**src/common/i2c_settings.svh**
```systemverilog
// I2C master settings: clock divider, byte-length width and derived SCL phase points
`ifndef I2C_SETTINGS_SVH
`define I2C_SETTINGS_SVH

// system clocks per SCL period, keep it a multiple of 4
`define I2C_CLK_DIV 16

`define I2C_LEN_WIDTH 4            // width of the byte_len field

// one quarter of the SCL period
`define I2C_QUARTER (`I2C_CLK_DIV / 4)

`endif

```
**src/common/i2c_pkg.sv**
```systemverilog
// I2C master package: bus byte, length, bit index and divider types, FSM state enum
`include "i2c_settings.svh"

package i2c_pkg;

    typedef logic [7:0]                byte_t;     // one bus byte
    typedef logic [`I2C_LEN_WIDTH-1:0] len_t;      // data byte count per trigger
    typedef logic [2:0]                bit_idx_t;  // bit position, msb first on the wire
    typedef logic [4:0]                div_cnt_t;  // SCL divider count

    // ============================================================
    // transaction FSM
    // ============================================================
    typedef enum logic [2:0] {
        ST_IDLE  = 3'd0,
        ST_START = 3'd1,                           // start or repeated start
        ST_SEND  = 3'd2,
        ST_SACK  = 3'd3,                           // slave acks our byte
        ST_RECV  = 3'd4,
        ST_RACK  = 3'd5,                           // master ack or nack
        ST_STOP  = 3'd6
    } i2c_state_t;

endpackage

```
**src/common/i2c_links.sv**
```systemverilog
// I2C master interfaces: scl_phase_if (SCL phase ticks) and seq_bit_if (sequencer to bit engine)
`timescale 1ns/100ps

// one-clock strobes, each once per SCL period
interface scl_phase_if;
    logic cond_tick;                               // 1/4 period, start/stop edges
    logic fall_tick;                               // 1/2 period, SCL falls
    logic data_tick;                               // 3/4 period, data changes
    logic rise_tick;                               // end of period, SCL rises

    modport source (
        output cond_tick, fall_tick, data_tick, rise_tick
    );
    modport sink (
        input  cond_tick, fall_tick, data_tick, rise_tick
    );
endinterface

interface seq_bit_if;
    i2c_pkg::i2c_state_t state;
    i2c_pkg::bit_idx_t   bit_idx;
    i2c_pkg::byte_t      tx_byte;
    logic                active;                   // bus in use, start to stop
    logic                restart_next;             // read address phase done
    logic                more_to_read;             // current read byte is not the last
    logic                data_byte;                // byte counts toward byte_over

    modport source (
        output state, bit_idx, tx_byte, active, restart_next, more_to_read, data_byte
    );
    modport sink (
        input  state, bit_idx, tx_byte, active, restart_next, more_to_read, data_byte
    );
endinterface

```
**src/hdl/i2c_trigger_sync.sv**
```systemverilog
// trigger synchronizer: pulse edge detect, held start request, double-registered direction
`timescale 1ns/100ps

module i2c_trigger_sync (
    input  logic clk,
    input  logic rstn,
    input  logic pulse,
    input  logic wr,
    input  logic started,
    output logic start_req,
    output logic wr_sync
);

    logic pulse_1d;
    logic pulse_2d;
    logic pulse_3d;
    logic wr_1d;

    always_ff @(posedge clk)
    begin
        if (!rstn)
        begin
            pulse_1d  <= 1'b0;
            pulse_2d  <= 1'b0;
            pulse_3d  <= 1'b0;
            wr_1d     <= 1'b0;
            wr_sync   <= 1'b0;
            start_req <= 1'b0;
        end
        else
        begin
            pulse_1d <= pulse;
            pulse_2d <= pulse_1d;                  // synchronized
            pulse_3d <= pulse_2d;                  // edge reference
            wr_1d    <= wr;
            wr_sync  <= wr_1d;
            if (started)
                start_req <= 1'b0;                 // consumed by the sequencer
            else if (pulse_2d && !pulse_3d)
                start_req <= 1'b1;
        end
    end

    // a new edge while a request is still pending would be lost
    a_edge_not_pending: assert property (@(posedge clk) disable iff (!rstn)
        (pulse_2d && !pulse_3d) |-> !start_req);

endmodule

```
**src/hdl/scl_phase_gen.sv**
```systemverilog
// SCL phase generator: free-running divider and the four per-period phase ticks
`timescale 1ns/100ps
`include "i2c_settings.svh"

module scl_phase_gen (
    input  logic               clk,
    input  logic               rstn,
    scl_phase_if.source        phase
);

    i2c_pkg::div_cnt_t div_cnt;

    always_ff @(posedge clk)
    begin
        if (!rstn)
            div_cnt <= '0;
        else if (div_cnt == i2c_pkg::div_cnt_t'(`I2C_CLK_DIV - 1))
            div_cnt <= '0;
        else
            div_cnt <= div_cnt + 1'b1;
    end

    // ============================================================
    // phase decode
    // ============================================================
    assign phase.cond_tick = (div_cnt == i2c_pkg::div_cnt_t'(`I2C_QUARTER - 1));
    assign phase.fall_tick = (div_cnt == i2c_pkg::div_cnt_t'(2 * `I2C_QUARTER - 1));
    assign phase.data_tick = (div_cnt == i2c_pkg::div_cnt_t'(3 * `I2C_QUARTER - 1));
    assign phase.rise_tick = (div_cnt == i2c_pkg::div_cnt_t'(`I2C_CLK_DIV - 1));

endmodule

```
**src/i2c_master/i2c_byte_sequencer.sv**
```systemverilog
// byte sequencer: transaction FSM, bit and byte counters, outgoing byte select, busy
`timescale 1ns/100ps
`include "i2c_settings.svh"

module i2c_byte_sequencer (
    input  logic               clk,
    input  logic               rstn,
    input  logic               start_req,
    input  logic               wr_sync,
    input  i2c_pkg::byte_t     device_id,
    input  i2c_pkg::byte_t     reg_addr,
    input  i2c_pkg::byte_t     data_in,
    input  i2c_pkg::len_t      byte_len,
    scl_phase_if.sink          phase,
    output logic               started,
    output logic               busy,
    seq_bit_if.source          seq
);

    i2c_pkg::i2c_state_t       state;
    i2c_pkg::i2c_state_t       state_n;
    i2c_pkg::bit_idx_t         bit_idx;
    i2c_pkg::byte_t            tx_byte;
    logic [`I2C_LEN_WIDTH:0]   byte_cnt;           // id, address and data bytes so far
    logic [`I2C_LEN_WIDTH:0]   byte_max;
    logic                      wr_lat;
    logic                      active;
    logic                      byte_end;
    logic                      stop_done;

    assign started   = start_req && phase.rise_tick && (state == i2c_pkg::ST_IDLE);
    assign byte_end  = ((state == i2c_pkg::ST_SEND) || (state == i2c_pkg::ST_RECV))
                       && phase.data_tick && (bit_idx == 3'd7);
    assign stop_done = (state == i2c_pkg::ST_STOP) && phase.cond_tick;

    always_ff @(posedge clk)
    begin
        if (!rstn)
        begin
            state    <= i2c_pkg::ST_IDLE;
            bit_idx  <= '0;
            byte_cnt <= '0;
            byte_max <= '0;
            wr_lat   <= 1'b0;
            active   <= 1'b0;
            busy     <= 1'b0;
        end
        else
        begin
            state <= state_n;
            if ((state == i2c_pkg::ST_SEND) || (state == i2c_pkg::ST_RECV))
                bit_idx <= phase.data_tick ? bit_idx + 1'b1 : bit_idx;
            else
                bit_idx <= '0;
            if (started)
            begin
                byte_cnt <= '0;
                wr_lat   <= wr_sync;
                byte_max <= {1'b0, byte_len} + (wr_sync ? 2'd2 : 2'd3);  // + id, addr (+ id)
            end
            else if (byte_end)
                byte_cnt <= byte_cnt + 1'b1;
            active <= started || (active && !stop_done);
            busy   <= start_req || (busy && !stop_done);  // drops one clock after stop edge
        end
    end

    // next byte is picked mid-ack, while SCL is high
    always_ff @(posedge clk)
    begin
        if (started)
            tx_byte <= {device_id[7:1], 1'b0};
        else if ((state == i2c_pkg::ST_SACK) && phase.rise_tick)
        begin
            case (byte_cnt)
                'd1:     tx_byte <= reg_addr;
                'd2:     tx_byte <= wr_lat ? data_in : {device_id[7:1], 1'b1};
                default: tx_byte <= data_in;
            endcase
        end
    end

    // ============================================================
    // FSM, every move on a phase tick
    // ============================================================
    always_comb
    begin
        state_n = state;
        case (state)
            i2c_pkg::ST_IDLE:  if (started) state_n = i2c_pkg::ST_START;
            i2c_pkg::ST_START: if (phase.data_tick) state_n = i2c_pkg::ST_SEND;
            i2c_pkg::ST_SEND:  if (byte_end) state_n = i2c_pkg::ST_SACK;
            i2c_pkg::ST_SACK:
            begin
                if (phase.data_tick)
                begin
                    if (byte_cnt < 'd2)
                        state_n = i2c_pkg::ST_SEND;         // id, then address
                    else if (seq.restart_next)
                        state_n = i2c_pkg::ST_START;        // repeated start
                    else if (!wr_lat)
                        state_n = i2c_pkg::ST_RECV;
                    else if (byte_cnt < byte_max)
                        state_n = i2c_pkg::ST_SEND;
                    else
                        state_n = i2c_pkg::ST_STOP;
                end
            end
            i2c_pkg::ST_RECV:  if (byte_end) state_n = i2c_pkg::ST_RACK;
            i2c_pkg::ST_RACK:
            begin
                if (phase.data_tick)
                    state_n = seq.more_to_read ? i2c_pkg::ST_RECV : i2c_pkg::ST_STOP;
            end
            i2c_pkg::ST_STOP:  if (phase.data_tick) state_n = i2c_pkg::ST_IDLE;
            default:           state_n = i2c_pkg::ST_IDLE;
        endcase
    end

    assign seq.state        = state;
    assign seq.bit_idx      = bit_idx;
    assign seq.tx_byte      = tx_byte;
    assign seq.active       = active;
    assign seq.restart_next = !wr_lat && (byte_cnt == 'd2);
    assign seq.more_to_read = (byte_cnt < byte_max);       // valid in ack after a read byte
    assign seq.data_byte    = (byte_cnt >= (wr_lat ? 'd2 : 'd3));

    a_no_recv_on_write: assert property (@(posedge clk) disable iff (!rstn)
        (state == i2c_pkg::ST_RECV) |-> !wr_lat);

endmodule

```
**src/i2c_master/i2c_bit_engine.sv**
```systemverilog
// bit engine: SCL and SDA drive, SDA enable, receive shift register, data_out and byte_over
`timescale 1ns/100ps

module i2c_bit_engine (
    input  logic               clk,
    input  logic               rstn,
    input  logic               sda_in,
    scl_phase_if.sink          phase,
    seq_bit_if.sink            seq,
    output logic               scl,
    output logic               sda_out,
    output logic               sda_out_en,
    output logic               byte_over,
    output i2c_pkg::byte_t     data_out
);

    i2c_pkg::byte_t rx_shift;
    logic           last_sample;                   // eighth bit just taken
    logic           in_recv;

    assign in_recv    = (seq.state == i2c_pkg::ST_RECV);
    assign sda_out_en = !((seq.state == i2c_pkg::ST_SACK) || in_recv);

    // ============================================================
    // SCL and SDA drive
    // ============================================================
    always_ff @(posedge clk)
    begin
        if (!rstn)
            scl <= 1'b1;
        else if (!seq.active)
            scl <= 1'b1;                           // idle bus high
        else if (phase.fall_tick || phase.rise_tick)
            scl <= ~scl;
    end

    always_ff @(posedge clk)
    begin
        if (!rstn)
            sda_out <= 1'b1;
        else
        begin
            case (seq.state)
                i2c_pkg::ST_START:
                begin
                    if (phase.cond_tick)
                        sda_out <= 1'b0;           // start while SCL high
                    else if (phase.data_tick)
                        sda_out <= seq.tx_byte[3'd7 - seq.bit_idx];
                end
                i2c_pkg::ST_SEND: sda_out <= seq.tx_byte[3'd7 - seq.bit_idx];  // msb first
                i2c_pkg::ST_SACK: sda_out <= seq.restart_next && phase.data_tick;
                i2c_pkg::ST_RACK:
                begin
                    if (seq.more_to_read || phase.data_tick)
                        sda_out <= 1'b0;           // ack, or low ahead of stop
                    else
                        sda_out <= 1'b1;           // nack last byte
                end
                i2c_pkg::ST_STOP: if (phase.cond_tick) sda_out <= 1'b1;
                default:          sda_out <= 1'b1;
            endcase
        end
    end

    // ============================================================
    // receive path
    // ============================================================
    always_ff @(posedge clk)
    begin
        if (in_recv && phase.rise_tick)
            rx_shift <= {rx_shift[6:0], sda_in};
        if (last_sample)
            data_out <= rx_shift;
    end

    always_ff @(posedge clk)
    begin
        if (!rstn)
        begin
            last_sample <= 1'b0;
            byte_over   <= 1'b0;
        end
        else
        begin
            last_sample <= in_recv && phase.rise_tick && (seq.bit_idx == 3'd7);
            byte_over   <= phase.data_tick && (seq.bit_idx == 3'd7) && seq.data_byte
                           && ((seq.state == i2c_pkg::ST_SEND) || in_recv);
        end
    end

endmodule

```
**src/hdl/i2c_master_top.sv**
```systemverilog
// I2C master top level: trigger sync, phase generator, byte sequencer and bit engine
`timescale 1ns/100ps

module i2c_master_top (
    input  logic               clk,
    input  logic               rstn,
    input  logic               pulse,
    input  logic               wr,
    input  logic               sda_in,
    input  i2c_pkg::byte_t     device_id,
    input  i2c_pkg::byte_t     reg_addr,
    input  i2c_pkg::byte_t     data_in,
    input  i2c_pkg::len_t      byte_len,
    output logic               busy,
    output logic               byte_over,
    output i2c_pkg::byte_t     data_out,
    output logic               scl,
    output logic               sda_out,
    output logic               sda_out_en
);

    logic start_req;
    logic wr_sync;
    logic started;

    scl_phase_if phase_link ();
    seq_bit_if   seq_link ();

    i2c_trigger_sync i_trigger_sync (
        .clk        (clk),
        .rstn       (rstn),
        .pulse      (pulse),
        .wr         (wr),
        .started    (started),
        .start_req  (start_req),
        .wr_sync    (wr_sync)
    );

    scl_phase_gen i_phase_gen (
        .clk        (clk),
        .rstn       (rstn),
        .phase      (phase_link.source)
    );

    i2c_byte_sequencer i_byte_sequencer (
        .clk        (clk),
        .rstn       (rstn),
        .start_req  (start_req),
        .wr_sync    (wr_sync),
        .device_id  (device_id),
        .reg_addr   (reg_addr),
        .data_in    (data_in),
        .byte_len   (byte_len),
        .phase      (phase_link.sink),
        .started    (started),
        .busy       (busy),
        .seq        (seq_link.source)
    );

    i2c_bit_engine i_bit_engine (
        .clk        (clk),
        .rstn       (rstn),
        .sda_in     (sda_in),
        .phase      (phase_link.sink),
        .seq        (seq_link.sink),
        .scl        (scl),
        .sda_out    (sda_out),
        .sda_out_en (sda_out_en),
        .byte_over  (byte_over),
        .data_out   (data_out)
    );

endmodule

```
**config.mk**
```make
export PLATFORM = sky130hd
export DESIGN_NAME = i2c_master_top
export DESIGN_NICKNAME = d
export VERILOG_FILES = /design/src/common/i2c_pkg.sv /design/src/common/i2c_links.sv /design/src/hdl/i2c_trigger_sync.sv /design/src/hdl/scl_phase_gen.sv /design/src/i2c_master/i2c_byte_sequencer.sv /design/src/i2c_master/i2c_bit_engine.sv /design/src/hdl/i2c_master_top.sv
export VERILOG_INCLUDE_DIRS = /design/src /design/src/common
export SDC_FILE = /design/constraint.sdc
export NUM_CORES = 1
export LEC_CHECK = 0
export BUFFER_PORTS_ARGS = -buffer_cell sky130_fd_sc_hd__buf_4
export CAP_MARGIN = 20
export CORE_MARGIN = 2
export CORE_UTILIZATION = 40
export CTS_CLUSTER_DIAMETER = 80
export DETAILED_ROUTE_END_ITERATION = 12
export GPL_TIMING_DRIVEN = 0
export PLACE_DENSITY = 0.73
export SYNTH_ARGS = -nofsm -noshare
export SYNTH_HDL_FRONTEND = slang
export SYNTH_SLANG_ARGS = --single-unit
```
**constraint.sdc**
```tcl
create_clock -name clk -period 1.95 [get_ports clk]
set_input_delay 0.195 -clock clk [delete_from_list [all_inputs] [get_ports clk]]
set_output_delay 0.195 -clock clk [all_outputs]
set_load 0.01 [all_outputs]
```
==> flow_metrics.py <==
metrics = {
    "pwr": {
        "seqPwrFrac_pct": 48.2,
        "power_density_mw_per_mm2": 745,
        "irDropWorstVdd_uv": 571,
        "internal_power_mw": 2.06,
        "power_mw": 2.64,
        "combPwrFrac_pct": 4.5,
        "leakage_nw": 1.41,
        "power.share.clock_pct": 47.3,
        "switching_share_pct": 22.0,
        "p_sw_mw": 0.581,
    },
    "logic_synthesis": {
        "synth_fp_nets": 334,
        "synth_area_mm2": 0.00281,
        "synthArstFlopShare_pct": 0,
        "netlist-cell-type-count": 50,
        "yosysSeqAreaShare_pct": 49.5,
        "syn_inst": 287,
        "ys_ff_latch": 58,
        "yosys_warnings": 0,
        "avgSynthCellArea_um2": 9.80,
        "synthFlopType": "dfxtp_1",
        "synth-edff-count": 23,
    },
    "timing": {
        "fin_crit_ns": 1.88,
        "fin_worst_skew_ns": 0.0102,
        "timing.hold.ws_ns": 0.0320,
        "worst_slack_ns": 0.0662,
        "hold_viol_final": 0,
        "fin_tns_setup_ns": 0,
        "setup_viol": 0,
        "final_max_slew_viol_count": 0,
        "tightest_slew_ns": 0.570,
        "fmax_mhz": 531,
        "rsz0062_at_grt": "no",
        "maxSlewHeadroom_pct": 61.6,
        "fin_crit_sh_pct": 96.6,
    },
    "clock_tree": {
        "cts_hold_buf": 0,
        "cts_num_sinks": 58,
        "root_buffer": "clkbuf_8",
        "clock_path_buffers": 2,
        "htree_levels": 3,
        "path_clk_slew_ns": 0.07,
        "cts_tree": "built",
        "cts-buffers-inserted": 9,
        "clock_latency_ns": 0.34,
    },
    "min_path": {
        "min_from": "sda_in",
        "hold_path_class": "input pin to register",
    },
    "die": {
        "die-area_mm2": 0.00771,
        "start_util_pct": 41.4,
        "rows": 30,
        "dieHeight_um": 87.8,
        "coreArea_mm2": 0.00679,
        "ios": 46,
        "die_w_um": 87.8,
    },
    "cells_and_area": {
        "drive_gt1_share_pct": 25.0,
        "area_growth_pct": 26.2,
        "fin_cells": 444,
        "fin_util_pct": 52.2,
        "postLayoutCellArea_mm2": 0.00355,
        "nNetsFinal": 390,
        "num_antenna_cells": 0,
    },
    "placement": {
        "placed_cell_area_mm2": 0.00326,
        "dp.cells": 427,
        "gp_congestion": 0.848,
        "dp_slack_ns": -0.229,
        "portBuffers": 44,
        "dp_hpwl_mm": 4.44,
    },
    "drt": {
        "via_per_inst": 5.21,
        "routed_wl_mm": 6.26,
        "drc": 0,
        "drt-pass1-iter-count": 7,
        "wl_per_cell_um": 14.1,
        "vias": 2312,
        "ant_nets": 0,
        "first_iter_violations": 187,
    },
    "critical_path": {
        "crit_arrival_ns": 2.11,
        "crit_path_start": "i_byte_sequencer.byte_cnt[3]",
        "critPathKind": "register to register",
        "worst_setup_path_start_kind": "register",
        "worstPathRequired_ns": 2.18,
        "worst-path-max-fanout": 5,
        "end_kind": "register",
        "r2r-start": "i_byte_sequencer.byte_cnt[3]",
    },
    "run": {
        "max_cap_violations": 0,
    },
    "global_routing": {
        "grt_pass1_vias": 2293,
        "grt_max_degree": 13,
        "track_usage_pct": 17.4,
        "grt_overflow": 0,
        "antenna_found_initial": 0,
        "grt_pass1_wl_mm": 10.4,
    },
    "outcome": {
        "status": "complete, no violations",
    },
}
layer usage:
layer / vias up / global-route usage, % / wire length (um)
met4: 0 / 7.83 / 128
met5: - / 0 / 0
met2: 67 / 28.7 / 3000
met3: 14 / 4.34 / 298
met1: 1086 / 21.6 / 2820
li1: 1145 / - / -
cell usage in the layout (no fill, tap or decap), drive strengths merged, types with 2 or more instances in the layout:
master,count
buf,50
nand2,43
dfxtp,35
o21ai,24
edfxtp,23
clkbuf,19
nor2,18
inv,17
ha,14
a21oi,9
a222oi,7
and2,6
xor2,6
nor2b,6
and3,6
xnor2,5
nand3,5
nand4,4
nand2b,4
mux2i,4
nor3,4
a21boi,4
a31oi,3
o211a,2
and4bb,2
nand3b,2
a21o,2
a211oi,2
bufinv,2
clkinvlp,2
registers in the layout (all words and copies together), names as in the netlist, 3 cells and up:
| signal | cells |
|---|---|
| i_bit_engine.rx_shift | 8 |
| i_byte_sequencer.seq.bit_idx | 3 |
| i_byte_sequencer.byte_max | 5 |
| i_byte_sequencer.seq.state | 3 |
| i_byte_sequencer.seq.tx_byte | 8 |
| i_bit_engine.data_out | 8 |
| i_byte_sequencer.byte_cnt | 5 |
| i_phase_gen.div_cnt | 5 |
cell usage after synthesis (6+ instances only):
library cell  number  area (um2)
inv_1             15        56.3
xor2_1             6        52.6
dfxtp_1           35         701
nand2_1           43         161
ha_1              14         175
nor2b_1            6        37.5
clkbuf_1          10        37.5
nor2_1            18        67.6
and2_1             6        37.5
o21ai_0           23         115
a21oi_1            9        45.0
a222oi_1           7        70.1
edfxtp_1          23         691
cell families (layout without fill, tap and decap cells):
group                    Yosys count  count (layout)  synth area share (%)
AO/OA/AOI/OAI                     64              64                  16.1
buffers and inverters             30              91                  4.45
adder cells (fa/ha/maj)           15              15                  6.59
multiplexers                       5               5                  1.82
flip-flops                        58              58                  49.5
XOR/XNOR                          11              11                  3.43
AND/OR/NAND/NOR                  104             104                  18.2
worst max-delay path, stage by stage (launching register included):
cell	delay, ns
dfxtp_1	0.46
ha_1	0.30
a21o_1	0.18
a21oi_1	0.13
o21ai_0	0.23
a211o_1	0.32
and3_1	0.16
layout make-up:
| class | count | area, um2 |
|---|---|---|
| Clock buffer | 9 | 124 |
| Multi-Input combinational cell | 199 | 1330 |
| Fill cell | 607 | 3250 |
| Clock inverter | 7 | 101 |
| Sequential cell | 58 | 1400 |
| Tap cell | 96 | 120 |
| Timing Repair Buffer | 47 | 353 |
| Inverter | 15 | 56.3 |
| Buffer | 13 | 68.8 |
timing repair:
action / in CTS / in global routing
gates resized for setup: 7 / 12
endpoints found under the setup margin: 27 / 17
pin swaps: 1 / 2
buffers inserted: 2 / 1
power by group through the flow:
| stage | clock, mW | combinational, mW | sequential (mW) |
|---|---|---|---|
| after floorplan | 0 | 0.0488 | 1.30 |
| after global placement | 0 | 0.114 | 1.30 |
| after detailed placement | 0 | 0.117 | 1.30 |
| after CTS | 1.27 | 0.119 | 1.27 |
| after global routing | 1.33 | 0.133 | 1.27 |
| final | 1.25 | 0.120 | 1.27 |
path summary, 6_finish.rpt:
check,cells past startpoint,slack [ns],to
hold reg to reg,1,0.41,i_bit_engine.scl
setup reg to reg,6,0.07,i_byte_sequencer.seq.state[1]
setup / recovery,6,0.07,i_byte_sequencer.seq.state[1]
hold / removal,1,0.03,i_bit_engine.rx_shift[0]
Note: power is estimated with default switching activity, not from simulation.
